`config.mk`:
```
export PLATFORM = sky130hd
export DESIGN_NAME = fb_scale_render
export DESIGN_NICKNAME = d
export VERILOG_FILES = /design/src/common/fb_scale_pkg.sv /design/src/fb_scale/fb_scale_render.sv
export VERILOG_INCLUDE_DIRS = /design/src /design/src/common
export SDC_FILE = /design/constraint.sdc
export NUM_CORES = 1
export LEC_CHECK = 0
export ABC_AREA = 1
export BUFFER_PORTS_ARGS = -buffer_cell sky130_fd_sc_hd__buf_2
export CAP_MARGIN = 20
export CORE_MARGIN = 2
export CORE_UTILIZATION = 45
export CTS_CLUSTER_SIZE = 40
export DETAILED_ROUTE_END_ITERATION = 16
export PLACE_DENSITY = 0.62
export SYNTH_ARGS = -nofsm -noshare
export SYNTH_HDL_FRONTEND = slang
export SYNTH_SLANG_ARGS = --single-unit
```
`constraint.sdc`:
```
create_clock -name CLK -period 5.8 [get_ports CLK]
set_clock_uncertainty 0.15 [all_clocks]
set_input_delay 1.16 -clock CLK [delete_from_list [all_inputs] [get_ports CLK]]
set_output_delay 1.16 -clock CLK [all_outputs]
set_load 0.005 [all_outputs]
```
`src/common/fb_scale_config.svh`:
```
/* Scaled framebuffer overlay
   Widths, memory sizes and CPU register offsets */
`ifndef FB_SCALE_CONFIG_SVH
`define FB_SCALE_CONFIG_SVH

`define FB_COORD_W      9     // Window and source coordinates
`define FB_ADDR_W       16    // Texture memory word address
`define FB_ACC_W        12    // DDA accumulators and gradients
`define FB_DATA_W       16
`define FB_TEXEL_W      8
`define FB_COLOR_W      16    // ARGB 4:4:4:4
`define FB_DISP_W       10    // Raster x and y counters
`define FB_PAL_DEPTH    256
`define FB_LINE_DEPTH   512

`define FB_REG_CTRL     4'd0
`define FB_REG_X1       4'd1
`define FB_REG_Y1       4'd2
`define FB_REG_X2       4'd3
`define FB_REG_Y2       4'd4
`define FB_REG_U1       4'd5
`define FB_REG_V1       4'd6
`define FB_REG_U2       4'd7
`define FB_REG_V2       4'd8
`define FB_REG_STRIDE   4'd9
`define FB_REG_BASE     4'd10
`define FB_REG_V1_MULT  4'd11

`endif

```
`src/common/fb_scale_pkg.sv`:
```
/* Scaled framebuffer overlay
   Shared types for registers, raster position, line writes and the render FSM */
`default_nettype none
`include "fb_scale_config.svh"

package fb_scale_pkg;

	typedef logic [`FB_COORD_W-1:0] coord_t;
	typedef logic [`FB_ADDR_W-1:0]  mem_addr_t;
	typedef logic [`FB_ACC_W-1:0]   acc_t;
	typedef logic [`FB_TEXEL_W-1:0] texel_t;   // Palette index
	typedef logic [`FB_COLOR_W-1:0] color_t;

	// Register image seen by render and scanout
	typedef struct packed {
		logic      enable;
		coord_t    x1;
		coord_t    y1;
		coord_t    x2;
		coord_t    y2;
		coord_t    u1;
		coord_t    v1;
		coord_t    u2;
		coord_t    v2;
		coord_t    stride;
		mem_addr_t base;
		mem_addr_t v1_mult;   // v1 already multiplied by stride
	} fb_cfg_t;

	typedef struct packed {
		logic [$clog2(`FB_PAL_DEPTH)-1:0] address;
		logic [`FB_DATA_W-1:0]            data;
		logic                             wr_reg;
		logic                             wr_pal;
	} cpu_wr_t;

	typedef struct packed {
		logic [`FB_DISP_W-1:0] x;
		logic [`FB_DISP_W-1:0] y;
		logic                  h_tick;   // Horizontal count is zero
		logic                  v_tick;   // Vertical count is zero
		logic                  re;       // Visible area
	} disp_pos_t;

	typedef struct packed {
		logic   we;
		logic   sel;    // Target scanline buffer
		coord_t addr;
		texel_t data;
	} line_wr_t;

	typedef enum logic [2:0] {
		IDLE,
		BEGIN,
		FETCH,
		BLIT,
		ADJUST_X,
		UPDATE_Y,
		ADJUST_Y,
		WAIT_LINE
	} render_state_t;

endpackage

`default_nettype wire

```
`src/fb_scale/fb_scale_render.sv`:
```
/* Framebuffer overlay render engine
   Fetches texels, scales and flips them with a DDA, fills the back scanline buffer */
`timescale 1ns/1ps
`default_nettype none
`include "fb_scale_config.svh"

module fb_scale_render (
	input  wire logic                    CLK,
	input  wire logic                    RSTb,
	input  wire fb_scale_pkg::fb_cfg_t   cfg,
	input  wire fb_scale_pkg::disp_pos_t disp,
	output logic                         mem_req,
	output fb_scale_pkg::mem_addr_t      mem_addr,
	input  wire logic [`FB_DATA_W-1:0]   mem_data,
	input  wire logic                    mem_ack,
	output fb_scale_pkg::line_wr_t       line_wr,
	output logic                         front_sel,
	output logic                         front_valid
);

	import fb_scale_pkg::*;

	localparam int BA_W = `FB_ADDR_W + 1;   // Byte address

	render_state_t   state;
	render_state_t   state_nxt;
	logic [BA_W-1:0] cur_addr;
	logic [BA_W-1:0] row_addr;
	logic [BA_W-1:0] row_start;
	logic [BA_W-1:0] x_step;
	logic [BA_W-1:0] y_step;
	acc_t            du;
	acc_t            dv;
	acc_t            dx;
	acc_t            dy;
	acc_t            accu_u;
	acc_t            accu_v;
	coord_t          x;
	coord_t          pair;
	texel_t          texel;
	logic            wr_stb;
	logic            pair_cnt;
	logic            back_full;   // Finished row waiting for a swap
	logic            start;
	logic            swap;
	logic            x_more;
	logic            y_more;

	assign pair = disp.y[`FB_DISP_W-1:1];
	assign row_start = {cfg.base, 1'b0} + BA_W'(cfg.u1) + {cfg.v1_mult, 1'b0};

	// Only the first line of a pair may start a frame
	assign start = (state == IDLE) && disp.h_tick && cfg.enable && !disp.y[0] &&
		(pair >= cfg.y1) && (pair <= cfg.y2);
	assign swap = disp.h_tick && pair_cnt &&
		((state == WAIT_LINE) || ((state == IDLE) && (back_full || front_valid)));

	// A zero span never steps
	assign x_more = (dx != '0) && (accu_u >= dx);
	assign y_more = (dy != '0) && (accu_v >= dy);

	assign mem_req = (state == FETCH);
	assign mem_addr = cur_addr[BA_W-1:1];
	assign line_wr = '{we: wr_stb, sel: ~front_sel, addr: x, data: texel};

	always_comb begin
		state_nxt = state;
		case (state)
			IDLE:      if (start) state_nxt = BEGIN;
			BEGIN:     state_nxt = FETCH;
			FETCH:     if (mem_ack) state_nxt = BLIT;
			BLIT:      state_nxt = ADJUST_X;
			ADJUST_X:  if (!x_more) state_nxt = (x >= cfg.x2) ? UPDATE_Y : FETCH;
			UPDATE_Y:  state_nxt = ADJUST_Y;
			ADJUST_Y:  if (!y_more) state_nxt = (pair >= cfg.y2) ? IDLE : WAIT_LINE;
			WAIT_LINE: if (swap) state_nxt = FETCH;
			default:   state_nxt = IDLE;
		endcase
	end

	always_ff @(posedge CLK) begin
		if (!RSTb) begin
			state       <= IDLE;
			pair_cnt    <= 1'b0;
			back_full   <= 1'b0;
			front_sel   <= 1'b0;
			front_valid <= 1'b0;
			wr_stb      <= 1'b0;
		end else begin
			state  <= state_nxt;
			wr_stb <= (state == FETCH) && mem_ack;   // Write lands in BLIT
			if (disp.h_tick)
				pair_cnt <= start ? 1'b0 : ~pair_cnt;
			if (swap) begin
				front_sel   <= ~front_sel;
				front_valid <= back_full;   // Empty swap after the last row
				back_full   <= 1'b0;
			end else if ((state == ADJUST_Y) && !y_more) begin
				back_full <= 1'b1;
			end
		end
	end

	// DDA datapath
	always_ff @(posedge CLK) begin
		case (state)
			BEGIN: begin
				accu_u   <= '0;
				accu_v   <= '0;
				dx       <= acc_t'(cfg.x2) - acc_t'(cfg.x1);
				dy       <= acc_t'(cfg.y2) - acc_t'(cfg.y1);
				x        <= cfg.x1;
				cur_addr <= row_start;
				row_addr <= row_start;
				if (cfg.u1 > cfg.u2) begin   // Horizontal flip
					du     <= acc_t'(cfg.u1) - acc_t'(cfg.u2);
					x_step <= '1;
				end else begin
					du     <= acc_t'(cfg.u2) - acc_t'(cfg.u1);
					x_step <= BA_W'(1);
				end
				if (cfg.v1 > cfg.v2) begin   // Vertical flip
					dv     <= acc_t'(cfg.v1) - acc_t'(cfg.v2);
					y_step <= -BA_W'(cfg.stride);
				end else begin
					dv     <= acc_t'(cfg.v2) - acc_t'(cfg.v1);
					y_step <= BA_W'(cfg.stride);
				end
			end
			FETCH:
				if (mem_ack)
					texel <= cur_addr[0] ? mem_data[15:8] : mem_data[7:0];
			BLIT:
				accu_u <= accu_u + du;
			ADJUST_X: begin
				if (x_more) begin
					accu_u   <= accu_u - dx;
					cur_addr <= cur_addr + x_step;
				end else if (x < cfg.x2) begin
					x <= x + 1'b1;
				end
			end
			UPDATE_Y: begin
				accu_u <= '0;
				accu_v <= accu_v + dv;
				x      <= cfg.x1;
			end
			ADJUST_Y: begin
				if (y_more) begin
					accu_v   <= accu_v - dy;
					row_addr <= row_addr + y_step;
				end else begin
					cur_addr <= row_addr;   // Start of the next source row
				end
			end
			default: ;
		endcase
	end

endmodule

`default_nettype wire

```
# Yosys cells after proc, flatten, opt, wreduce, memory -nomap -nowiden
# Cells that the tools add are included.
[totals]
regBits = 165
in_bits = 156
[classes]
magnitude_cmp = 9
add_sub_neg = 16
n_eq_ne = 15
n_mux = 26
n_bitwise = 3
reduce_logical = 33
[op_table]
columns = ["operator", "count"]
rows = [
  ["one-hot mux 12 bit (3 select lines)", 2],
  ["two-way mux 17 bit", 4],
  ["subtractor 9 x 9 -> 10 bit", 6],
  ["adder 17 bit", 3],
  ["one-hot mux 17 bit (3 select lines)", 1],
  ["two-way mux 12 bit", 4],
  ["one-hot mux 17 bit (2 select lines)", 1],
  ["greater-or-equal comparator 9 bit", 3],
  ["two-way mux 9 bit", 3],
  ["adder 12 bit", 2],
  ["greater-or-equal comparator 12 bit", 2],
  ["one-hot mux 3 bit (8 select lines)", 1],
  ["nonzero test 12 bit", 2],
  ["subtractor 12 bit", 2],
  ["two-way mux 3 bit", 7],
  ["greater-than comparator 9 bit", 2],
  ["one-hot mux 9 bit (2 select lines)", 1],
  ["adder 17 x 9 -> 17 bit", 1],
  ["negator 9 -> 17 bit", 1],
  ["inequality test 2 bit (second input constant)", 7],
  ["equality test 3 bit (second input constant)", 4],
  ["logical AND 1 bit", 12],
  ["adder 9 x 1 -> 9 bit (second input constant)", 1],
  ["less-or-equal comparator 9 bit", 1],
  ["other kinds (16)", 29],
]

# Depth between registers and ports, before layout
# Gate-level depths: netlist of the first run.
[depth]
word_depth = 8
ltp_mapped = 15

# Least setup slack after synthesis of the first run
# No wires, ideal clock.
[synth_path]
kind = "flip-flop to flip-flop"
from = "register state[1]"
to = "register cur_addr[0], enable pin"
t_required_ns = 5.253
t_arrival_ns = 4.481
path_buffers = 1
setup_ns = 0.397
stages_incl_launch_ff = 7
period_less_slack_ns = 5.028
slack_ns = 0.772
cell_sequence = "dfxtp_1 clkbuf_2 nor2_2 inv_1 nor2_1 o21ai_0 a21oi_1"
[synth_via]
elab_chain_cells = 3
elab_cells_between_ends = 7
cone_classes = "5 x eq/ne; 2 x reduce/logical"
[synth_lines]
columns = ["item", "line_no", "source"]
rows = [
  ["start, declared", "fb_scale_render.sv:25", "render_state_t state;"],
  ["start signal, assigned", "fb_scale_render.sv:90", "state <= state_nxt;"],
  ["equality test 3 bit or equality test 3 x 1 -> 1 bit (tied branches)", "fb_scale_render.sv:106", "case (state)"],
  ["inequality test 2 bit (no line) or nonzero test 3 bit (tied branches)", "n/a", ""],
  ["AND reduction 3 bit (no line) (*)", "n/a", ""],
  ["end signal, assigned", "fb_scale_render.sv:113", "cur_addr <= row_start;"],
  ["end signal, assigned", "fb_scale_render.sv:138", "cur_addr <= cur_addr + x_step;"],
  ["end signal, assigned", "fb_scale_render.sv:153", "cur_addr <= row_addr;"],
  ["end, declared", "fb_scale_render.sv:27", "logic [BA_W-1:0] cur_addr;"],
]
# Mark *: on every way between the ends. The rest lies on a longest branch, timed or not.
# A chain may end at the register's enable or synchronous reset.

# Final worst setup path of the first run
[layout_path]
from = "input port cfg[1] in the netlist's numbering"
to = "register cur_addr[16] (data pin)"
[layout_via]
elab_chain_cells = 2
[layout_lines]
columns = ["item", "line_no", "source"]
rows = [
  ["start, declared", "fb_scale_render.sv:10", "input wire fb_scale_pkg::fb_cfg_t cfg,"],
  ["adder 17 bit", "fb_scale_render.sv:50", "assign row_start = {cfg.base, 1'b0} + BA_W'(cfg.u1) + {cfg.v1_mult, 1'b0};"],
  ["one-hot mux 17 bit (3 select lines)", "fb_scale_render.sv:106", ""],
]
# No other way between the ends.

==> results of run 1 <==
-- layout make-up --
class | instances | area, um^2
inverter | 246 | 923
antenna | 1 | 2.50
clock buffer | 17 | 425
clock inverter | 13 | 151
multi-input combinational | 1340 | 8440
fill | 2966 | 14900
timing repair buffer | 186 | 943
sequential | 141 | 4150
tap | 396 | 495
-- sequential cells by signal (all words and copies together) (netlist names), 3 cells and up --
name and cells:
cur_addr 17, row_addr 17, y_step 17, accu_u 12
accu_v 12, du 10, dv 10, dx 10
dy 10, x 9, texel 8, state 3
-- where the power goes --
group          switching [W]  internal (W)
logic                0.00234       0.00138
registers           0.000273       0.00169
clock network       0.000433      0.000665
-- how the worst min path moves through the flow --
| stage | start | to | slack (ns) | cells after the start |
|---|---|---|---|---|
| after detailed placement | front_sel | front_sel | 0.33 | 2 |
| after global routing | front_valid | front_valid | 0.35 | 2 |
| after floorplan | front_valid | front_valid | 0.32 | 2 |
| final | front_sel | front_sel | 0.33 | 2 |
| after CTS | front_sel | front_sel | 0.34 | 2 |
| after global placement | front_sel | front_sel | 0.32 | 2 |
-- cells by family after synthesis --
logic type / count (synthesis) / synth area share
flip-flops: 141 / 0.300
buffers and inverters: 292 / 0.0901
AND/OR/NAND/NOR: 690 / 0.212
XOR/XNOR: 91 / 0.0576
AO/OA/AOI/OAI: 356 / 0.145
adder cells (fa/ha/maj): 203 / 0.195
-- through the flow --
stage | worst slack (ns) | area (um^2) | instances | hold WS, ns
floorplan | 0.772 | 13800 | 1773 | 0.315
global placement | 1.93 | 15000 | 2309 | 0.318
detailed placement | 1.92 | 15000 | 2309 | 0.329
CTS | 2.37 | 15500 | 2339 | 0.339
global route | 2.14 | 15500 | 2340 | 0.346
finish | 2.35 | 15500 | 2340 | 0.333
-- cells in the final DEF, fill, tap and decap left out, drive strengths merged, types with 2 or more instances in the layout --
cell type	count
nand2	401
inv	244
buf	186
ha	182
a21oi	162
edfxtp	133
nor2	122
o21ai	111
nand3	97
xor2	60
xnor2	31
nand4	25
a21o	23
nor3	22
fa	21
clkbuf	17
o22ai	10
o211ai	10
or2	10
a31oi	9
clkinv	9
nand3b	8
dfxtp	8
o21bai	7
o221ai	5
o31ai	4
a21boi	4
o21a	3
a221oi	3
bufinv	3
clkinvlp	3
o311ai	2
and2	2
nor4	2
-- critical path: stages --
cell     delay, ns
buf_2         0.11
fa_1          0.54
ha_1          0.17
inv_1         0.05
fa_1          0.40
inv_1         0.10
nand3_1       0.07
nand2_1       0.16
nand3_1       0.09
nand2_1       0.12
nand3_1       0.11
a21o_1        0.21
nand3_1       0.07
nand3_1       0.11
-- metal layers --
| metal | GRT usage | part of all wire | vias to the layer above |
|---|---|---|---|
| li1 | - | - | 6317 |
| met1 | 0.284 | 0.48 | 5502 |
| met2 | 0.344 | 0.46 | 238 |
| met3 | 0.0252 | 0.040 | 29 |
| met4 | 0.0541 | 0.016 | 0 |
| met5 | 0 | 0 | - |
==> qor.yml, run 1 <==
outcome:
  run_status: "finished, final reports clean"
logic_synthesis:
  seq_area_frac_synth: 0.300
  syn-cell-area_um2: 13800
  async_reset_ff_frac: 0
  avgSynthCellArea_um2: 7.80
  synth_area_leaders: "edfxtp_1 (29%), ha_1 (16%), nand2_1 (11%)"
  ys_types: 50
  synthCells: 1773
  synth_common_cells: "nand2_1 (397), inv_1 (240), ha_1 (182)"
  synth_ff_type: "edfxtp_1"
  synth.largest_area_cell: "edfxtp_1"
  yosys_warnings: 0
  synth_most_common_cell: "nand2_1"
  synth.top_cell.area_share: 0.289
  synth_nets: 2132
  ys_ff_latch: 141
  synth_edf_count: 133
clock_network:
  cts_made_buffers: 17
  cts.sinks: 141
  cts_resized: 0
  cts_tree: "yes"
  clk_path_buf_depth: 2
  clk_pin_slew_worst_paths_ns: 0.06
  cts_hold_buffers: 0
  h-tree-depth: 4
  post_cts_buffers: 0
  worstSkewPairLatency_ns: 0.43
  ctsRootBufferMaster: "clkbuf_16"
power_and_ir_drop:
  ir_drop_mv: 0.271
  p_per_area_nw_per_um2: 436
  p_leak_nw: 7.65
  finalPower_w: 0.00678
floorplan:
  core_um2: 30400
  die_w_um: 179
  die_area_um2: 32200
  io_pins: 194
  dieHeight_um: 179
  rows: 64
  initial_core_util: 0.455
timing:
  timing.final.crit_share: 0.595
  worstMarginPinSlew_ns: 0.814
  slew_viol_final: 0
  max_clock_freq_mhz: 290
  finalHoldViolCount: 0
  rsz0062_at_grt: "false"
  setup_viol_count_final: 0
  max_slew_margin: 0.457
  finalWorstPathRequiredPeriod_ns: 3.45
  tns_ns: 0
setup_path:
  crit_type: "input pin to flip-flop"
  rrSetupSlack_ns: 2.90
  cp.required_ns: 5.81
  timing.rr.start: "state[0]"
  arrival_ns: 3.47
  reg2reg_depth: 5
  crit_start: "cfg[1]"
  endpoint: "cur_addr[16]"
  r2r-end: "dy[7]"
  critPathLaunchType: "input pin"
  cp_max_fo: 4
  cp-end-kind: "flip-flop"
detailed_routing:
  drt_iter0_markers: 616
  drc_errors: 0
  vias_per_cell: 5.16
  routed_wirelength_mm: 33.4
  first_pass_iters: 5
  drtAntennaViolNets: 0
  vias: 12086
  avgRoutedWirePerCell_um: 14.3
placement:
  portBuffers: 181
  gp_congestion: 0.895
  place.detailed.hpwl_mm: 27.4
finish:
  final_util: 0.510
  syn_to_final_growth_pct: 12.3
  nets: 2291
  drive_gt1_frac: 0.127
grt:
  groute.usage.overall: 0.207
  gr-total-overflow: 0
  grt_start_max_net_pins: 47
  grt_pass1_wl_mm: 53.1
  grt_pass1_vias: 11203
  antenna_found_initial: 1
hold_path:
  worstHoldPathType: "flip-flop to flip-flop"
run:
  max-cap-violations: 0
Note: power is estimated with default switching activity, not from simulation.
==> run 2, diff against run 1 <==
ABC_AREA = 0   (was 1)
PLACE_DENSITY = 0.65   (was 0.62)
clock period = 2.9 ns   (was 5.8 ns; I/O delays follow)
==> run 2 against run 1 <==
  * Critical endpoint is now row_addr[14]
  * Largest cell class unchanged
  * Core utilization rose by 6.2 points
  * Die area decreased by 4.7%
  * Synthesized cell count is 19% lower
  * Sequential share of layout area fell by 1.5 points
  * The flow now finishes with violations (negative setup slack)
==> qor.yml, run 2 <==
outcome:
  run_status: "finished, violations left"  # was finished, final reports clean
  violations: "negative setup slack"
placement:
  gp_congestion: 0.911  # was 0.895
  portBuffers: 181  # unchanged
  place_ws_ns: -0.700  # was 1.92 ns
  place.detailed.hpwl_mm: 26.3  # was 27.4 mm
clock_network:
  clk_path_buf_depth: 2  # unchanged
  cts_tree: "yes"  # unchanged
  ctsRootBufferMaster: "clkbuf_16"  # unchanged
  cts.sinks: 141  # unchanged
  clk_pin_slew_worst_paths_ns: 0.05  # was 0.06 ns
  worstSkewPairLatency_ns: 0.43  # about the same
  h-tree-depth: 4  # unchanged
  cts_made_buffers: 17  # unchanged
timing:
  timing.final.crit_share: 1.06
  finalWorstPathRequiredPeriod_ns: 3.07
  max_slew_margin: 0.503  # was 0.457
  finalHoldViolCount: 0  # unchanged
  setup_viol_count_final: 6  # was 0
  max_clock_freq_mhz: 326
  rsz0062_at_grt: "true"  # was false
  slew_viol_final: 0  # unchanged
  timing.final.ws_setup_ns: -0.168  # was 2.35 ns
  worstMarginPinSlew_ns: 0.739  # was 0.814 ns
grt:
  gr-total-overflow: 0  # unchanged
  grt_pass1_vias: 11057  # was 11203
  antenna_found_initial: 0  # was 1
  groute.usage.overall: 0.209  # was 0.207
  grt_start_max_net_pins: 38  # was 47
  grt_pass1_wl_mm: 52.6  # was 53.1 mm
setup_path:
  cp_max_fo: 2  # was 4
  worstPathCellList: "buf_2, fa_1, ha_4, a2111oi_4, inv_1, o211ai_1, a21boi_2, o21ai_0, or3b_2, o21ai_2, mux2i_1"  # was buf_2, fa_1, ha_1, inv_1, fa_1, inv_1, nand3_1, nand2_1, nand3_1, nand2_1, nand3_1, a21o_1, nand3_1, nand3_1
  crit_type: "input pin to flip-flop"  # unchanged
  crit_start: "cfg[76]"  # was cfg[1]
  max_stage_delay_ns: 0.58  # was 0.54 ns
  reg2reg_depth: 11  # was 5
  rrSetupSlack_ns: -0.05  # was 2.90 ns
  critPathLaunchType: "input pin"  # unchanged
  timing.rr.start: "row_addr[0]"  # was state[0]
  crit_slowest_cell: "fa_1"  # unchanged
  arrival_ns: 3.08  # was 3.47 ns
  endpoint: "row_addr[14]"  # was cur_addr[16]
  cp-end-kind: "flip-flop"  # unchanged
  cp.required_ns: 2.91  # was 5.81 ns
  r2r-end: "row_addr[16]"  # was dy[7]
finish:
  top_regs: "cur_addr (17), row_addr (17), y_step (17)"  # unchanged
  n_fill_cell: 2589  # was 2966
  nets: 2095  # was 2291
  syn_to_final_growth_pct: 25.2  # was 12.3%
  drive_gt1_frac: 0.255  # was 0.127
  diodes: 0  # was 1
  final_common_cell: "buf_2"  # was nand2_1
  layout_common_cells: "buf_2 (180), ha_1 (173), inv_1 (152)"  # was nand2_1 (397), inv_1 (240), ha_1 (182)
  final_util: 0.573  # was 0.510
detailed_routing:
  vias: 11315  # was 12086
  avgRoutedWirePerCell_um: 15.1  # was 14.3 um
  routed_wirelength_mm: 32.3  # was 33.4 mm
  drtAntennaViolNets: 0  # unchanged
  vias_per_cell: 5.30  # was 5.16
  drt_iter0_markers: 522  # was 616
  drc_errors: 0  # unchanged
  first_pass_iters: 5  # unchanged
logic_synthesis:
  synth_area_leaders: "edfxtp_1 (30%), ha_1 (17%), inv_1 (4.4%)"  # was edfxtp_1 (29%), ha_1 (16%), nand2_1 (11%)
  synth_edf_count: 133  # unchanged
  synth_compound_area_frac: 0.194  # was 0.145
  synth_adder_area_share: 0.205  # was 0.195
  synth_top_family_by_area: "adder cells"  # was simple AND/OR/NAND/NOR gates
  syn-cell-area_um2: 13200  # was 13800 um^2
  synth_nets: 1797  # was 2132
  synth_most_common_cell: "ha_1"  # was nand2_1
  ys_ff_latch: 141  # unchanged
  yosys_warnings: 0  # unchanged
  async_reset_ff_frac: 0  # unchanged
  muxShareOfSynthArea: 0.0266  # was 0
  synthSimpleGateAreaFrac: 0.129  # was 0.212
  seq_area_frac_synth: 0.315  # was 0.300
  synth.largest_area_cell: "edfxtp_1"  # unchanged
  synth_common_cells: "ha_1 (182), inv_1 (155), edfxtp_1 (133)"  # was nand2_1 (397), inv_1 (240), ha_1 (182)
  synth_ff_type: "edfxtp_1"  # unchanged
  avgSynthCellArea_um2: 9.16  # was 7.80 um^2
  synthCells: 1438  # was 1773
  yosys.area_share.xor_xnor: 0.0672  # was 0.0576
  ys_types: 74  # was 50
  synth.top_cell.area_share: 0.303  # was 0.289
power_and_ir_drop:
  p_leak_nw: 7.59  # was 7.65 nW
  p_clk_frac: 0.184  # was 0.162
  p_comb_frac: 0.534  # was 0.549
  seqPwrFrac: 0.282  # was 0.289
  swShare: 0.388  # was 0.450
  finalPower_w: 0.0118  # was 0.00678 W
  ir_drop_mv: 0.471  # was 0.271 mV
  p_per_area_nw_per_um2: 717  # was 436 nW/um^2
  switchingPower_w: 0.00459  # was 0.00305 W
  intPower_w: 0.00723  # was 0.00373 W
floorplan:
  rows: 62  # was 64
  die_area_um2: 30600  # was 32200 um^2
  io_pins: 194  # unchanged
  dieHeight_um: 175  # was 179 um
  core_um2: 28800  # was 30400 um^2
  initial_core_util: 0.458  # was 0.455
  die_w_um: 175  # was 179 um
hold_path:
  worstHoldPathType: "input pin to flip-flop"  # was flip-flop to flip-flop
run:
  max-cap-violations: 0  # unchanged
run 2: through the flow:
stage	instances	area, um^2	TNS (ns)	hold WS [ns]
after floorplan	1438	13300	-1.16	0.327
after global placement	2094	15600	-11.88	0.340
after detailed placement	2094	15600	-13.04	0.359
after CTS	2127	16200	-0.631	0.214
after global routing	2133	16500	-3.42	0.221
final	2133	16500	-0.621	0.232
run 2: worst max-delay path, delay by kind of cell:
family	cells	cell delay [ns]
compound gates	5	0.94
fa+ha+maj	2	0.80
simple gates	1	0.47
buf+inv	2	0.21
mux	1	0.09
run 2: cell type report:
type	instances	area (um^2)	area share
flip-flops and latches	141	4150	0.252
clock inverters	9	72.6	0.00440
well taps	384	480	0.0292
inverters	155	597	0.0362
repair buffers	325	2100	0.128
multi-input cells	1096	8550	0.519
clock buffers	23	522	0.0317
run 2: how the worst min path moves through the flow:
stage	from	slack, ns	cells after the start	end
global route	cfg[32]	0.22	1	y_step[0]
floorplan	pair_cnt	0.33	2	pair_cnt
CTS	cfg[32]	0.21	1	y_step[0]
detailed placement	pair_cnt	0.36	2	pair_cnt
finish	cfg[32]	0.23	1	y_step[0]
global placement	pair_cnt	0.34	2	pair_cnt
run 2: power groups by stage:
stage	combinational [W]	sequential (W)	clock, W
finish	0.00631	0.00334	0.00218
floorplan	0.00427	0.00326	0
global placement	0.00581	0.00338	0
detailed placement	0.00594	0.00338	0
CTS	0.00604	0.00334	0.00222
global route	0.00705	0.00339	0.00229
run 2: cells by family (layout without fill, tap and decap cells):
group / count (synthesis) / after routing
xor+xnor: 101 / 101
buf+inv: 201 / 512
mux: 33 / 33
compound gates: 402 / 402
flops: 141 / 141
fa+ha+maj: 203 / 203
simple gates: 357 / 357
run 2: per-layer routing:
metal,GRT usage,routed length (um)
met3,0.0248,1310
met5,0,0
met1,0.284,15100
met2,0.355,15400
met4,0.0524,523
run 2: repair_timing:
action / 4_1_cts / 5_1_grt
hold buffers: 0 / 0
gates resized for setup: 12 / 59
hold endpoints to repair: 0 / 0
gates cloned: 0 / 2
setup endpoints to repair: 36 / 84
pin swaps: 6 / 28
buffers inserted: 1 / 4
