[src/common/fb_scale_config.svh]
/* Scaled framebuffer overlay
   Widths, memory sizes and CPU register offsets */
`ifndef FB_SCALE_CONFIG_SVH
`define FB_SCALE_CONFIG_SVH

`define FB_COORD_W      9     // Window and source coordinates
`define FB_ADDR_W       16    // Texture memory word address
`define FB_ACC_W        12    // DDA accumulators and gradients
`define FB_DATA_W       16
`define FB_TEXEL_W      8
`define FB_COLOR_W      16    // ARGB 4:4:4:4
`define FB_DISP_W       10    // Raster x and y counters
`define FB_PAL_DEPTH    256
`define FB_LINE_DEPTH   512

`define FB_REG_CTRL     4'd0
`define FB_REG_X1       4'd1
`define FB_REG_Y1       4'd2
`define FB_REG_X2       4'd3
`define FB_REG_Y2       4'd4
`define FB_REG_U1       4'd5
`define FB_REG_V1       4'd6
`define FB_REG_U2       4'd7
`define FB_REG_V2       4'd8
`define FB_REG_STRIDE   4'd9
`define FB_REG_BASE     4'd10
`define FB_REG_V1_MULT  4'd11

`endif

[src/common/fb_scale_pkg.sv]
/* Scaled framebuffer overlay
   Shared types for registers, raster position, line writes and the render FSM */
`default_nettype none
`include "fb_scale_config.svh"

package fb_scale_pkg;

	typedef logic [`FB_COORD_W-1:0] coord_t;
	typedef logic [`FB_ADDR_W-1:0]  mem_addr_t;
	typedef logic [`FB_ACC_W-1:0]   acc_t;
	typedef logic [`FB_TEXEL_W-1:0] texel_t;   // Palette index
	typedef logic [`FB_COLOR_W-1:0] color_t;

	// Register image seen by render and scanout
	typedef struct packed {
		logic      enable;
		coord_t    x1;
		coord_t    y1;
		coord_t    x2;
		coord_t    y2;
		coord_t    u1;
		coord_t    v1;
		coord_t    u2;
		coord_t    v2;
		coord_t    stride;
		mem_addr_t base;
		mem_addr_t v1_mult;   // v1 already multiplied by stride
	} fb_cfg_t;

	typedef struct packed {
		logic [$clog2(`FB_PAL_DEPTH)-1:0] address;
		logic [`FB_DATA_W-1:0]            data;
		logic                             wr_reg;
		logic                             wr_pal;
	} cpu_wr_t;

	typedef struct packed {
		logic [`FB_DISP_W-1:0] x;
		logic [`FB_DISP_W-1:0] y;
		logic                  h_tick;   // Horizontal count is zero
		logic                  v_tick;   // Vertical count is zero
		logic                  re;       // Visible area
	} disp_pos_t;

	typedef struct packed {
		logic   we;
		logic   sel;    // Target scanline buffer
		coord_t addr;
		texel_t data;
	} line_wr_t;

	typedef enum logic [2:0] {
		IDLE,
		BEGIN,
		FETCH,
		BLIT,
		ADJUST_X,
		UPDATE_Y,
		ADJUST_Y,
		WAIT_LINE
	} render_state_t;

endpackage

`default_nettype wire

[src/fb_scale/fb_scale_regs.sv]
/* Framebuffer overlay register file
   Decodes CPU writes into the window and texture configuration */
`timescale 1ns/1ps
`default_nettype none
`include "fb_scale_config.svh"

module fb_scale_regs (
	input  wire logic                  CLK,
	input  wire logic                  RSTb,
	input  wire fb_scale_pkg::cpu_wr_t cpu,
	output fb_scale_pkg::fb_cfg_t      cfg
);

	// Palette writes are picked up by the scanout
	always_ff @(posedge CLK) begin
		if (!RSTb) begin
			cfg <= '0;
		end else if (cpu.wr_reg) begin
			case (cpu.address[3:0])
				`FB_REG_CTRL:
					cfg.enable <= cpu.data[0];
				`FB_REG_X1:
					cfg.x1 <= cpu.data[`FB_COORD_W-1:0];
				`FB_REG_Y1:
					cfg.y1 <= cpu.data[`FB_COORD_W-1:0];
				`FB_REG_X2:
					cfg.x2 <= cpu.data[`FB_COORD_W-1:0];
				`FB_REG_Y2:
					cfg.y2 <= cpu.data[`FB_COORD_W-1:0];
				`FB_REG_U1:
					cfg.u1 <= cpu.data[`FB_COORD_W-1:0];
				`FB_REG_V1:
					cfg.v1 <= cpu.data[`FB_COORD_W-1:0];
				`FB_REG_U2:
					cfg.u2 <= cpu.data[`FB_COORD_W-1:0];
				`FB_REG_V2:
					cfg.v2 <= cpu.data[`FB_COORD_W-1:0];
				`FB_REG_STRIDE:
					cfg.stride <= cpu.data[`FB_COORD_W-1:0];   // Texture width in bytes
				`FB_REG_BASE:
					cfg.base <= cpu.data[`FB_ADDR_W-1:0];     // Word address
				`FB_REG_V1_MULT:
					cfg.v1_mult <= cpu.data[`FB_ADDR_W-1:0];
				default: ;   // Unused offsets
			endcase
		end
	end

endmodule

`default_nettype wire

[config.mk]
export PLATFORM = sky130hd
export DESIGN_NAME = fb_scale_regs
export DESIGN_NICKNAME = d
export VERILOG_FILES = /design/src/common/fb_scale_pkg.sv /design/src/fb_scale/fb_scale_regs.sv
export VERILOG_INCLUDE_DIRS = /design/src /design/src/common
export SDC_FILE = /design/constraint.sdc
export NUM_CORES = 1
export LEC_CHECK = 0
export BUFFER_PORTS_ARGS = -buffer_cell sky130_fd_sc_hd__buf_4
export CAP_MARGIN = 20
export CELL_PAD_IN_SITES_DETAIL_PLACEMENT = 1
export CELL_PAD_IN_SITES_GLOBAL_PLACEMENT = 1
export CORE_ASPECT_RATIO = 0.8
export CORE_MARGIN = 8
export CORE_UTILIZATION = 40
export CTS_CLUSTER_SIZE = 30
export DETAILED_ROUTE_END_ITERATION = 10
export PLACE_DENSITY_LB_ADDON = 0.1
export SLEW_MARGIN = 20
export SYNTH_ARGS = -nofsm -noshare
export SYNTH_HDL_FRONTEND = slang
export SYNTH_SLANG_ARGS = --single-unit
[constraint.sdc]
create_clock -name CLK -period 2.5 [get_ports CLK]
set_clock_uncertainty 0.1 [all_clocks]
set_input_delay 0.375 -clock CLK [delete_from_list [all_inputs] [get_ports CLK]]
set_output_delay 0.375 -clock CLK [all_outputs]
set_load 0.005 [all_outputs]
---- Yosys cells after proc, flatten, opt, wreduce, memory -nomap -nowiden ----
Index checks and enable logic that the tools add are counted.
word-level totals
  register bits ........................... 114
  input bits .............................. 28
  output and inout bits ................... 114
  word-level logic and storage cells ...... 36
cells by class
  equal/unequal tests ..................... 11
  reduce and logical (&&, ||, !) cells .... 13
operator list
  operator                                              number
  AND reduction 2 bit                                   12
  equality test 4 x 3 -> 1 bit (second input constant)  4
  equality test 4 bit (second input constant)           4
  equality test 4 x 2 -> 1 bit (second input constant)  2
  equality test 4 x 1 -> 1 bit (second input constant)  1
  zero test 4 bit                                       1

---- Logic depth before layout (Yosys ltp) ----
Gate-level depths: netlist of run 1.
  depth after elaboration ................. 2
  depth in mapped cells ................... 5
  gate-level depth less buffers ........... 3

---- Worst setup path after synthesis of run 1 ----
No wires, ideal clock.
  path kind ............................... input port to flip-flop
  from .................................... input cpu[20] (netlist bit)
  to ...................................... register cfg[42] (netlist bit)
  setup time .............................. 0.132 ns
  data arrival time ....................... 1.188 ns
  data required time ...................... 2.268 ns
  slack ................................... 1.079 ns
  cell stages on the path ................. 4
  buffers on the path ..................... 1
  path through ............................ nand3b_4 or3_1 buf_2 mux2i_1
between the ends
  longest elaborated chain between the ends .. 2
RTL lines
  what                           line                 text
  start: declaration             fb_scale_regs.sv:10  input wire fb_scale_pkg::cpu_wr_t cpu,
  equality test 4 bit            fb_scale_regs.sv:19  case (cpu.address[3:0])
  AND reduction 2 bit (no line)  -
  end: declaration               fb_scale_regs.sv:11  output fb_scale_pkg::fb_cfg_t cfg
Every way passes these cells.
A chain may end at the register's enable or synchronous reset.

==> results of run 1 <==
-- kinds of logic after synthesis --
logic type | count (synthesis) | share of synthesized area
simple gates | 149 | 0.1570
flops | 114 | 0.5404
mux | 114 | 0.2702
buf+inv | 31 | 0.03230
-- critical path: cells and delay by family --
| kind | cells | cell delay (ns) |
|---|---|---|
| AND/OR/NAND/NOR | 1 | 0.54 |
| buffers and inverters | 1 | 0.39 |
| multiplexers | 1 | 0.33 |
-- power by group --
group          total (mW)  switching, mW  internal [mW]  leakage, nW
clock                2.67          0.833           1.84        0.308
sequential           1.86         0.0132           1.84        0.920
combinational       0.219          0.132         0.0871         1.45
-- metal layers --
layer  track usage  vias to the layer above  part of all wire
li1              -                     1595                 -
met1        0.2175                     1595              0.41
met2        0.3221                      103              0.49
met3       0.07327                       19             0.087
met4       0.07604                        0             0.013
met5             0                        -                 0
-- metrics by stage --
step	area (µm²)	util	total power [mW]	hold slack (ns)
final	5969	0.5806	4.746	0.1469
after global routing	5969	0.5806	4.890	0.1488
after CTS	5969	0.5806	4.791	0.1403
after detailed placement	5318	0.5172	2.115	0.3470
after global placement	5318	0.5172	2.109	0.3430
after floorplan	4223	-	2.002	0.3511
-- layout by cell type (no fill, tap or decap), types with 2 or more instances in the layout --
master,count
nand2_1,132
mux2i_1,114
nand2b_1,4
clkbuf_1,2
nor2_4,6
clkbuf_8,3
or3_1,2
buf_4,138
clkinvlp_4,3
bufinv_16,5
dfxtp_1,114
clkbuf_16,17
nand3b_4,2
-- how the worst max path moves through the flow --
stage               to  startpoint  slack (ns)
6_report       cfg[65]        RSTb        1.06
3_5_place_dp   cfg[83]        RSTb        0.59
4_1_cts        cfg[65]        RSTb        1.01
5_1_grt        cfg[74]        RSTb        0.99
3_3_place_gp   cfg[38]        RSTb        0.67
2_1_floorplan  cfg[42]     cpu[20]        1.08
-- layout make-up --
cell class / count / area [µm²]
Sequential cell: 114 / 2282
Fill cell: 1138 / 4312
Timing Repair Buffer: 139 / 1056
Tap cell: 140 / 175.2
Clock inverter: 9 / 177.7
Clock buffer: 22 / 474.2
Multi-Input combinational cell: 263 / 1804
==> metrics.csv, run 1 <==
stage,metric,value,unit
route,drt_iter0_markers,159,
sta,setup_viol_count_final,0,
synthesis,yosysTopAreaCell,dfxtp_1,
sta,rsz0062_at_grt,no,
placed_design,place.port_buffers,136,
placed_design,globalplace.congestion,0.6985,
setup_path,r2r_end,cfg[50],
synthesis,synth.most_common_cell,nand2_1,
sta,hold_violations,0,
placed_design,place_ws,0.5881,ns
power,leakagePower,2.678,nW
synthesis,ys_top_cells_by_count,"132 x nand2_1, 114 x dfxtp_1, 114 x mux2i_1",
setup_path,endpoint_kind,register,
status,status,"complete, no violations",
layout,top_regs,cfg (114),
sta,fmax,0.6968,GHz
floorplanning,die_h,107.9,µm
synthesis,postSynthAreaPerCell,10.35,µm²
clock_tree,clockRootBuffer,clkbuf_16,
route,wl_per_cell,19.37,µm
setup_path,cp-start-kind,primary input,
sta,setup_slack,1.065,ns
synthesis,synth_nets,436,
sta,tns,0,ns
setup_path,critPathMaxFanout,45,
synthesis,syn_inst,408,
synthesis,ys.flop_type,dfxtp_1,
grt,antenna_found_initial,0,
clock_tree,cts_resized,0,
floorplanning,core,10280,µm²
clock_tree,worstSkewPairLatency,0.41,ns
clock_tree,ctsLongestPathBuffers,2,
floorplanning,die_x,130.9,µm
grt,grt_pass1_vias,3520,
floorplanning,initial_core_util,0.4107,
route,drc,0,
power,power.density,795.0,nW/µm²
floorplanning,core.rowCount,33,
synthesis,synth_cell_types,14,
clock_tree,cts_hold_buffers,0,
grt,grt_pass1_wl,20070,µm
grt,gr-total-overflow,0,
floorplanning,io_pins,142,
clock_tree,cts_setup_buffers,0,
setup_path,rr_startpoint,cfg[50],
route,vias_per_cell,4.821,
synthesis,synth-seq-cells,114,
synthesis,yosysSeqAreaShare,0.5404,
route,vias,3312,
grt,grt_max_degree,70,
layout,largest_reg_flops,114,
floorplanning,die-area,14120,µm²
synthesis,synth_top_area_frac,0.5404,
setup_path,path_class,in2reg,
route,drt_wl_total,13310,µm
setup_path,required,2.72,ns
clock_tree,htreeDepth,4,
setup_path,crit_path_top_delay_cell,nand2_1,
hold_path,hp-class,in2reg,
grt,grt_use_total,0.1923,
setup_path,timing.critical_path.arrival,1.66,ns
setup_path,reg2regPathDepth,2,
synthesis,async_flop_share,0,
placed_design,place_inst,656,
setup_path,cpPeakStageDelay,0.54,ns
layout,top_register,cfg,
synthesis,syn_area,4223,µm²
setup_path,r2r_slack,1.73,ns
layout,syn2layout_area_growth,41.36,%
power,irDropWorstVdd,519.5,µV
clock_tree,numCtsBuffers,17,
layout,antennaDiodeCount,0,
hold_path,min_path_cells,3,
sta,final_max_slew_viol_count,0,
placed_design,hpwl,8984,µm
hold_path,hold_start,cpu[13],
job,max-cap-violations,0,
synthesis,synth-edff-count,0,
layout,final_layout_size_suffix_gt1_frac,0.3236,
sta,fin_crit,1.435,ns
clock_tree,cts_tree,yes,
sta,worst_pin_slew,0.7109,ns
route,drtPass1Iterations,4,
clock_tree,path_clk_slew,0.05,ns
setup_path,crit_chain,buf_4 -> nand2_1 -> mux2i_1,
route,ant_nets,0,
clock_tree,cts.sinks,114,
sta,finalCritPeriodShare,0.5740,
sta,slew_headroom,0.5249,
synthesis,synthTopCellsByArea,"dfxtp_1 54%, mux2i_1 27%, nand2_1 12%",
hold_path,min_to,cfg[11],
synthesis,synth_warnings,0,
layout,fin_nets,563,
layout,instances_no_fill,687,
Power figures use the tool's default switching activity.
==> run 2, diff against run 1 <==
--- a/config.mk
+++ b/config.mk
@@ -12,7 +12,7 @@
 export CELL_PAD_IN_SITES_GLOBAL_PLACEMENT = 1
 export CORE_ASPECT_RATIO = 0.8
 export CORE_MARGIN = 8
-export CORE_UTILIZATION = 40
+export CORE_UTILIZATION = 34
 export CTS_CLUSTER_SIZE = 30
 export DETAILED_ROUTE_END_ITERATION = 10
 export PLACE_DENSITY_LB_ADDON = 0.1
==> constraint.sdc (replaced) <==
create_clock -name CLK -period 1.2 [get_ports CLK]
set_clock_uncertainty 0.1 [all_clocks]
set_input_delay 0.18 -clock CLK [delete_from_list [all_inputs] [get_ports CLK]]
set_output_delay 0.18 -clock CLK [all_outputs]
set_load 0.005 [all_outputs]
==> metrics.csv, run 2 (synthesis gave the netlist of run 1 again) <==
stage,metric,value,unit,change
status,status,"complete, no violations",,unchanged
layout,fill_cells,1350,,was 1138
layout,final_layout_size_suffix_gt1_frac,0.3671,,was 0.3236
setup_path,crit_chain,buf_4,,was buf_4 -> nand2_1 -> mux2i_1
setup_path,timing.critical_path.arrival,0.88,ns,was 1.66 ns
hold_path,min_to,cfg[92],,was cfg[11]
route,drc,0,,unchanged
setup_path,reg2regPathDepth,2,,unchanged
clock_tree,ctsLongestPathBuffers,2,,unchanged
layout,syn2layout_area_growth,52.77,%,was 41.36%
power,irDropWorstVdd,900.4,µV,was 519.5 µV
setup_path,cp.depth,1,,was 3
grt,antenna_found_initial,0,,unchanged
grt,grt_max_degree,59,,was 70
layout,seq_area,2292,µm²,was 2282 µm²
floorplanning,die-area,16260,µm²,was 14120 µm²
route,drt_wl_total,13990,µm,was 13310 µm
hold_path,min_path_cells,3,,unchanged
clock_tree,htreeDepth,4,,unchanged
sta,finalCritPeriodShare,0.9630,,
clock_tree,path_clk_slew,0.06,ns,was 0.05 ns
setup_path,crit_path_top_delay_cell,dfxtp_1,,was nand2_1
setup_path,r2r_slack,0.39,ns,was 1.73 ns
clock_tree,cts_setup_buffers,0,,unchanged
hold_path,hold_start,RSTb,,was cpu[13]
power,leakagePower,2.900,nW,was 2.678 nW
layout,final_area,6451,µm²,was 5969 µm²
setup_path,path_delay_family,flip-flops,,was simple AND/OR/NAND/NOR gates
grt,grt_pass1_vias,3719,,was 3520
placed_design,globalplace.congestion,0.7129,,was 0.6985
floorplanning,core.rowCount,36,,was 33
sta,fmax,0.8654,GHz,
layout,final_cell_mix,"148 x buf_4, 132 x nand2_1, 114 x mux2i_1",,"was 138 x buf_4, 132 x nand2_1, 114 x mux2i_1, 114 x dfxtp_1, 17 x clkbuf_16"
floorplanning,die_h,115.7,µm,was 107.9 µm
layout,layout_commonest_cell,buf_4,,unchanged
hold_path,hp-class,in2reg,,unchanged
floorplanning,die_x,140.6,µm,was 130.9 µm
clock_tree,numCtsBuffers,17,,unchanged
clock_tree,cts_tree,yes,,unchanged
sta,final_max_slew_viol_count,0,,unchanged
placed_design,place.port_buffers,136,,unchanged
sta,fin_crit,1.156,ns,
layout,antennaDiodeCount,0,,unchanged
sta,hold_violations,0,,unchanged
floorplanning,io_pins,142,,unchanged
layout,multi_input_area,1804,µm²,unchanged
sta,worst_pin_slew,0.5401,ns,was 0.7109 ns
setup_path,required,0.92,ns,was 2.72 ns
placed_design,dpl_cell_area,5728,µm²,was 5318 µm²
clock_tree,cts.sinks,114,,unchanged
layout,largest_reg_flops,114,,unchanged
floorplanning,core,12160,µm²,was 10280 µm²
setup_path,r2r_end,cfg[44],,was cfg[50]
setup_path,crit_buf_inv,1,,unchanged
floorplanning,initial_core_util,0.3472,,was 0.4107
layout,top_register,cfg,,unchanged
route,drt_iter0_markers,169,,was 159
route,vias,3442,,was 3312
setup_path,path_class,reg2out,,was in2reg
placed_design,hpwl,9336,µm,was 8984 µm
clock_tree,worstSkewPairLatency,0.40,ns,was 0.41 ns
setup_path,endpoint_kind,primary output,,was register
grt,gr-total-overflow,0,,unchanged
layout,fin_nets,598,,was 563
setup_path,cp-start-kind,register,,was primary input
route,wl_per_cell,19.03,µm,was 19.37 µm
layout,final_util,0.5305,,was 0.5806
route,ant_nets,0,,unchanged
grt,grt_use_total,0.1743,,was 0.1923
sta,setup_viol_count_final,0,,unchanged
power,power.density,1505,nW/µm²,was 795.0 nW/µm²
route,vias_per_cell,4.683,,was 4.821
setup_path,critPathMaxFanout,2,,was 45
sta,slew_headroom,0.6391,,was 0.5249
setup_path,rr_startpoint,cfg[44],,was cfg[50]
job,max-cap-violations,0,,unchanged
setup_path,cpPeakStageDelay,0.35,ns,was 0.54 ns
clock_tree,clockRootBuffer,clkbuf_16,,unchanged
grt,grt_pass1_wl,21580,µm,was 20070 µm
layout,top_regs,cfg (114),,unchanged
sta,rsz0062_at_grt,no,,unchanged
route,drtPass1Iterations,6,,was 4
==> run 2: changes by cell type in the layout (fill, tap and decap cells not counted), sizes merged <==
cell	delta
bufinv	-2
dlygate4sd3	+9
clkinvlp	+1
buf	+26
clkinv	+4
clkbuf	-2
==> run 2: how the worst max path moves through the flow <==
stage             start  endpoint  slack (ns)
2_1_floorplan   cpu[21]   cfg[78]       0.008
3_3_place_gp    cpu[20]   cfg[49]       -0.14
3_5_place_dp    cpu[20]   cfg[49]       -0.15
4_1_cts         cfg[34]   cfg[34]        0.01
5_1_grt        cfg[104]  cfg[104]       0.001
6_report        cfg[67]   cfg[67]        0.04
==> run 2: metrics by stage <==
| step | total power, mW | cells | setup TNS [ns] | setup WS, ns | hold slack, ns |
|---|---|---|---|---|---|
| after floorplan | 4.173 | 408 | 0 | 0.007872 | 0.2429 |
| after global placement | 4.505 | 694 | -7.393 | -0.1387 | 0.3425 |
| after detailed placement | 4.520 | 694 | -9.629 | -0.1466 | 0.3477 |
| after CTS | 9.828 | 735 | 0 | 0.01127 | 0.05685 |
| after global routing | 10.06 | 735 | 0 | 0.0009910 | 0.07071 |
| final | 9.708 | 735 | 0 | 0.04443 | 0.07336 |
==> run 2: layout make-up <==
| class | instances | area share |
|---|---|---|
| timing repair buffer | 174 | 0.2389 |
| tap | 152 | 0.02948 |
| multi-input combinational | 263 | 0.2797 |
| clock inverter | 12 | 0.02424 |
| sequential | 114 | 0.3553 |
| clock buffer | 20 | 0.07234 |
==> run 2: power by group <==
group | switching, mW | total (mW) | internal (mW)
Combinational | 0.307 | 0.591 | 0.284
Clock | 1.82 | 5.25 | 3.43
Sequential | 0.0286 | 3.87 | 3.84
Total | 2.15 | 9.71 | 7.55
==> run 2: what timing repair did <==
action	CTS	global route
resized for setup	2	6
hold buffers	9	0
setup endpoints to repair	2	6
endpoints found under the hold margin	15	0
==> run 2: routing by layer <==
metal / wire [µm] / global-route usage / vias to the layer above
met5: 0 / 0 / -
met4: 134 / 0.06571 / 0
met3: 929 / 0.06711 / 8
met2: 6531 / 0.2778 / 92
met1: 6390 / 0.2105 / 1680
li1: - / - / 1662
==> run 3, diff against run 2 <==
--- a/config.mk
+++ b/config.mk
@@ -6,13 +6,14 @@
 export SDC_FILE = /design/constraint.sdc
 export NUM_CORES = 1
 export LEC_CHECK = 0
+export ABC_AREA = 1
 export BUFFER_PORTS_ARGS = -buffer_cell sky130_fd_sc_hd__buf_4
 export CAP_MARGIN = 20
 export CELL_PAD_IN_SITES_DETAIL_PLACEMENT = 1
 export CELL_PAD_IN_SITES_GLOBAL_PLACEMENT = 1
 export CORE_ASPECT_RATIO = 0.8
 export CORE_MARGIN = 8
-export CORE_UTILIZATION = 34
+export CORE_UTILIZATION = 30
 export CTS_CLUSTER_SIZE = 30
 export DETAILED_ROUTE_END_ITERATION = 10
 export PLACE_DENSITY_LB_ADDON = 0.1
==> metrics.csv, run 3 <==
stage,metric,value,unit,change
route,drc,0,,unchanged
synthesis,async_flop_share,0,,unchanged
grt,grt_use_total,0.1620,,was 0.1743
sta,slew_headroom,0.8186,,was 0.6391
setup_path,endpoint_kind,primary output,,unchanged
floorplanning,die_h,124.9,µm,was 115.7 µm
sta,worst_pin_slew,0.2714,ns,was 0.5401 ns
grt,grt_max_degree,42,,was 59
synthesis,ys.flop_type,dfxtp_1,,unchanged
layout,syn2layout_area_growth,51.38,%,was 52.77%
setup_path,path_delay_family,flip-flops,,unchanged
clock_tree,ctsLongestPathBuffers,2,,unchanged
clock_tree,path_clk_slew,0.05,ns,was 0.06 ns
synthesis,synthTopCellsByArea,"dfxtp_1 51%, nor2_1 19%, nand2_1 19%",,"was dfxtp_1 54%, mux2i_1 27%, nand2_1 12%"
route,drtPass1Iterations,4,,was 6
floorplanning,io_pins,142,,unchanged
setup_path,critPathMaxFanout,2,,unchanged
synthesis,synth_cell_types,15,,was 14
hold_path,min_path_cells,5,,was 3
layout,top_register,cfg,,unchanged
sta,finalCritPeriodShare,0.9823,,was 0.9630
route,drt_iter0_markers,174,,was 169
synthesis,synthAdderAreaFrac,0,,unchanged
grt,use_met2,0.2696,,was 0.2778
layout,final_layout_size_suffix_gt1_frac,0.2990,,was 0.3671
setup_path,r2r_slack,0.47,ns,was 0.39 ns
grt,grt_pass1_wl,24450,µm,was 21580 µm
hold_path,hp-class,in2reg,,unchanged
route,ant_nets,0,,unchanged
floorplanning,die-area,19010,µm²,was 16260 µm²
layout,fin_nets,854,,was 598
hold_path,hold_start,cpu[6],,was RSTb
setup_path,timing.critical_path.arrival,0.90,ns,was 0.88 ns
layout,final_cell_mix,"231 x nor2_1, 226 x nand2_1, 169 x buf_4",,"was 148 x buf_4, 132 x nand2_1, 114 x mux2i_1"
synthesis,ys_top_cells_by_count,"231 x nor2_1, 226 x nand2_1, 114 x dfxtp_1",,"was 132 x nand2_1, 114 x dfxtp_1, 114 x mux2i_1"
synthesis,yosysSeqAreaShare,0.5129,,was 0.5404
synthesis,yosys.area_share.simple,0.4249,,was 0.1570
placed_design,place.port_buffers,136,,unchanged
power,p_comb_frac,0.080,,was 0.061
setup_path,r2r_end,cfg[113],,was cfg[44]
placed_design,globalplace.congestion,0.7817,,was 0.7129
power,irDropWorstVdd,910.3,µV,was 900.4 µV
power,leakagePower,3.168,nW,was 2.900 nW
setup_path,cpPeakStageDelay,0.36,ns,was 0.35 ns
setup_path,rr_startpoint,cfg[113],,was cfg[44]
sta,finalHoldWorstSlack,0.04484,ns,was 0.07336 ns
sta,fmax,0.8483,GHz,was 0.8654 GHz
grt,grt_pass1_vias,4670,,was 3719
synthesis,yosysTopAreaCell,dfxtp_1,,unchanged
setup_path,reg2regPathDepth,4,,was 2
synthesis,synth_compound_area_frac,0,,unchanged
placed_design,hpwl,11120,µm,was 9336 µm
setup_path,crit_path_top_delay_cell,dfxtp_1,,unchanged
status,status,"complete, no violations",,unchanged
grt,grt.met1_usage,0.1905,,was 0.2105
floorplanning,die_x,152.2,µm,was 140.6 µm
hold_path,min_to,cfg[45],,was cfg[92]
clock_tree,numCtsBuffers,17,,unchanged
sta,final_max_slew_viol_count,0,,unchanged
clock_tree,cts_tree,yes,,unchanged
setup_path,crit_buf_inv,1,,unchanged
route,wl_per_cell,14.99,µm,was 19.03 µm
grt,met3_usage,0.06172,,was 0.06711
synthesis,synth_warnings,0,,unchanged
setup_path,cp-start-kind,register,,unchanged
setup_path,required,0.92,ns,about the same
layout,top_regs,cfg (114),,unchanged
power,power.density,1498,nW/µm²,was 1505 nW/µm²
synthesis,synth-edff-count,0,,unchanged
grt,grt_busiest_layer,met2,,unchanged
synthesis,synth.most_common_cell,nor2_1,,was nand2_1
power,clkPwrFrac,0.531,,was 0.541
grt,gr-total-overflow,0,,unchanged
route,vias_per_cell,4.409,,was 4.683
floorplanning,initial_core_util,0.3091,,was 0.3472
sta,setup_viol_count_final,0,,unchanged
setup_path,crit_chain,buf_4,,unchanged
sta,setup_slack,0.02122,ns,was 0.04443 ns
layout,layout_commonest_cell,nor2_1,,was buf_4
synthesis,syn_area,4449,µm²,was 4223 µm²
synthesis,synth_top_area_frac,0.5129,,was 0.5404
power,power.internal,7.911,mW,was 7.553 mW
synthesis,syn_inst,655,,was 408
clock_tree,htreeDepth,4,,unchanged
route,vias,4497,,was 3442
power,p_switching,2.177,mW,was 2.155 mW
clock_tree,worstSkewPairLatency,0.41,ns,was 0.40 ns
power,pwr-share-seq,0.390,,was 0.398
synthesis,synth_top_family_by_area,simple AND/OR/NAND/NOR gates,,was multiplexers
synthesis,synth_mux_area_frac,0,,was 0.2702
floorplanning,core,14400,µm²,was 12160 µm²
synthesis,synth_nets,683,,was 436
layout,antennaDiodeCount,0,,unchanged
power,netSwitchingFraction,0.2158,,was 0.2220
floorplanning,core.rowCount,39,,was 36
placed_design,place_ws,-0.1185,ns,was -0.1466 ns
synthesis,synth-seq-cells,114,,unchanged
layout,largest_reg_flops,114,,unchanged
sta,fin_crit,1.179,ns,was 1.156 ns
synthesis,synth_xor_area_frac,0,,unchanged
grt,antenna_found_initial,0,,unchanged
clock_tree,cts.sinks,114,,unchanged
sta,hold_violations,0,,unchanged
job,max-cap-violations,0,,unchanged
route,drt_wl_total,15290,µm,was 13990 µm
clock_tree,clockRootBuffer,clkbuf_16,,unchanged
synthesis,postSynthAreaPerCell,6.793,µm²,was 10.35 µm²
setup_path,path_class,reg2out,,unchanged
## run 3: cell count changes in the layout (fill, tap and decap cells not counted), moves of 5 or more
cell and change:
mux2i_1 -114, nor2_2 +7, dfxtp_2 +22, nor2_1 +230
nand4_1 +9, inv_1 +20, dfxtp_1 -22, nand2_1 +94
buf_4 +21, buf_12 -5
## run 3: per-stage QoR
stage	util	total power, mW	setup TNS (ns)	cell area (µm²)	cells
2_1_floorplan	-	4.363	0	4449	655
3_3_place_gp	0.4162	4.769	-3.527	5991	982
3_5_place_dp	0.4162	4.792	-6.282	5991	982
4_1_cts	0.4660	10.24	0	6708	1020
5_1_grt	0.4679	10.47	-0.0007144	6735	1020
6_report	0.4679	10.09	0	6735	1020
## run 3: worst max-delay path by stage
stage	startpoint	end	slack, ns	depth (start not counted)
after global placement	cpu[21]	cfg[91]	-0.08	8
after floorplan	cpu[21]	cfg[112]	0.03	7
after global routing	cfg[90]	cfg[90]	-0.0007	1
after CTS	cfg[96]	cfg[96]	0.0004	1
after detailed placement	cpu[21]	cfg[91]	-0.12	8
final	cfg[34]	cfg[34]	0.02	1
## run 3: power groups by stage
stage                     logic (mW)  clock network, mW  registers [mW]
after global routing           0.894               5.64            3.94
after detailed placement       0.789                  0            4.00
after global placement         0.769                  0            4.00
after floorplan                0.364                  0            4.00
final                          0.807               5.35            3.93
after CTS                      0.820               5.49            3.93
## run 3: routing by layer
metal | share of wire | up-vias
li1 | - | 2292
met1 | 0.45 | 2083
met2 | 0.48 | 110
met3 | 0.060 | 12
met4 | 0.012 | 0
met5 | 0 | -
## run 3: timing repair
action                                  in CTS  in global routing
hold buffers                                 9                  0
gates cloned                                 0                  0
hold endpoints to repair                    21                  0
buffers inserted                             0                  0
resized for setup                            8                 22
pin swaps                                    0                  0
endpoints found under the setup margin       8                 22
## run 3: cells by family (layout without fill, tap and decap cells)
logic type    Yosys count  after routing
flops                 114            114
buf+inv                59            240
simple gates          482            482
## run 3: tightest hold or removal path: stages
cell and delay [ns]:
buf_4 0.07, inv_1 0.05, nand4_1 0.09, nand2_1 0.05
nor2_1 0.07
## run 3: final cells by class
class	count	area, µm²
clock buffers	24	491.7
clock inverters	5	125.1
fillers	1817	7660
inverters	21	78.83
multi-input cells	482	1891
flip-flops and latches	114	2320
well taps	184	230.2
repair buffers	190	1599
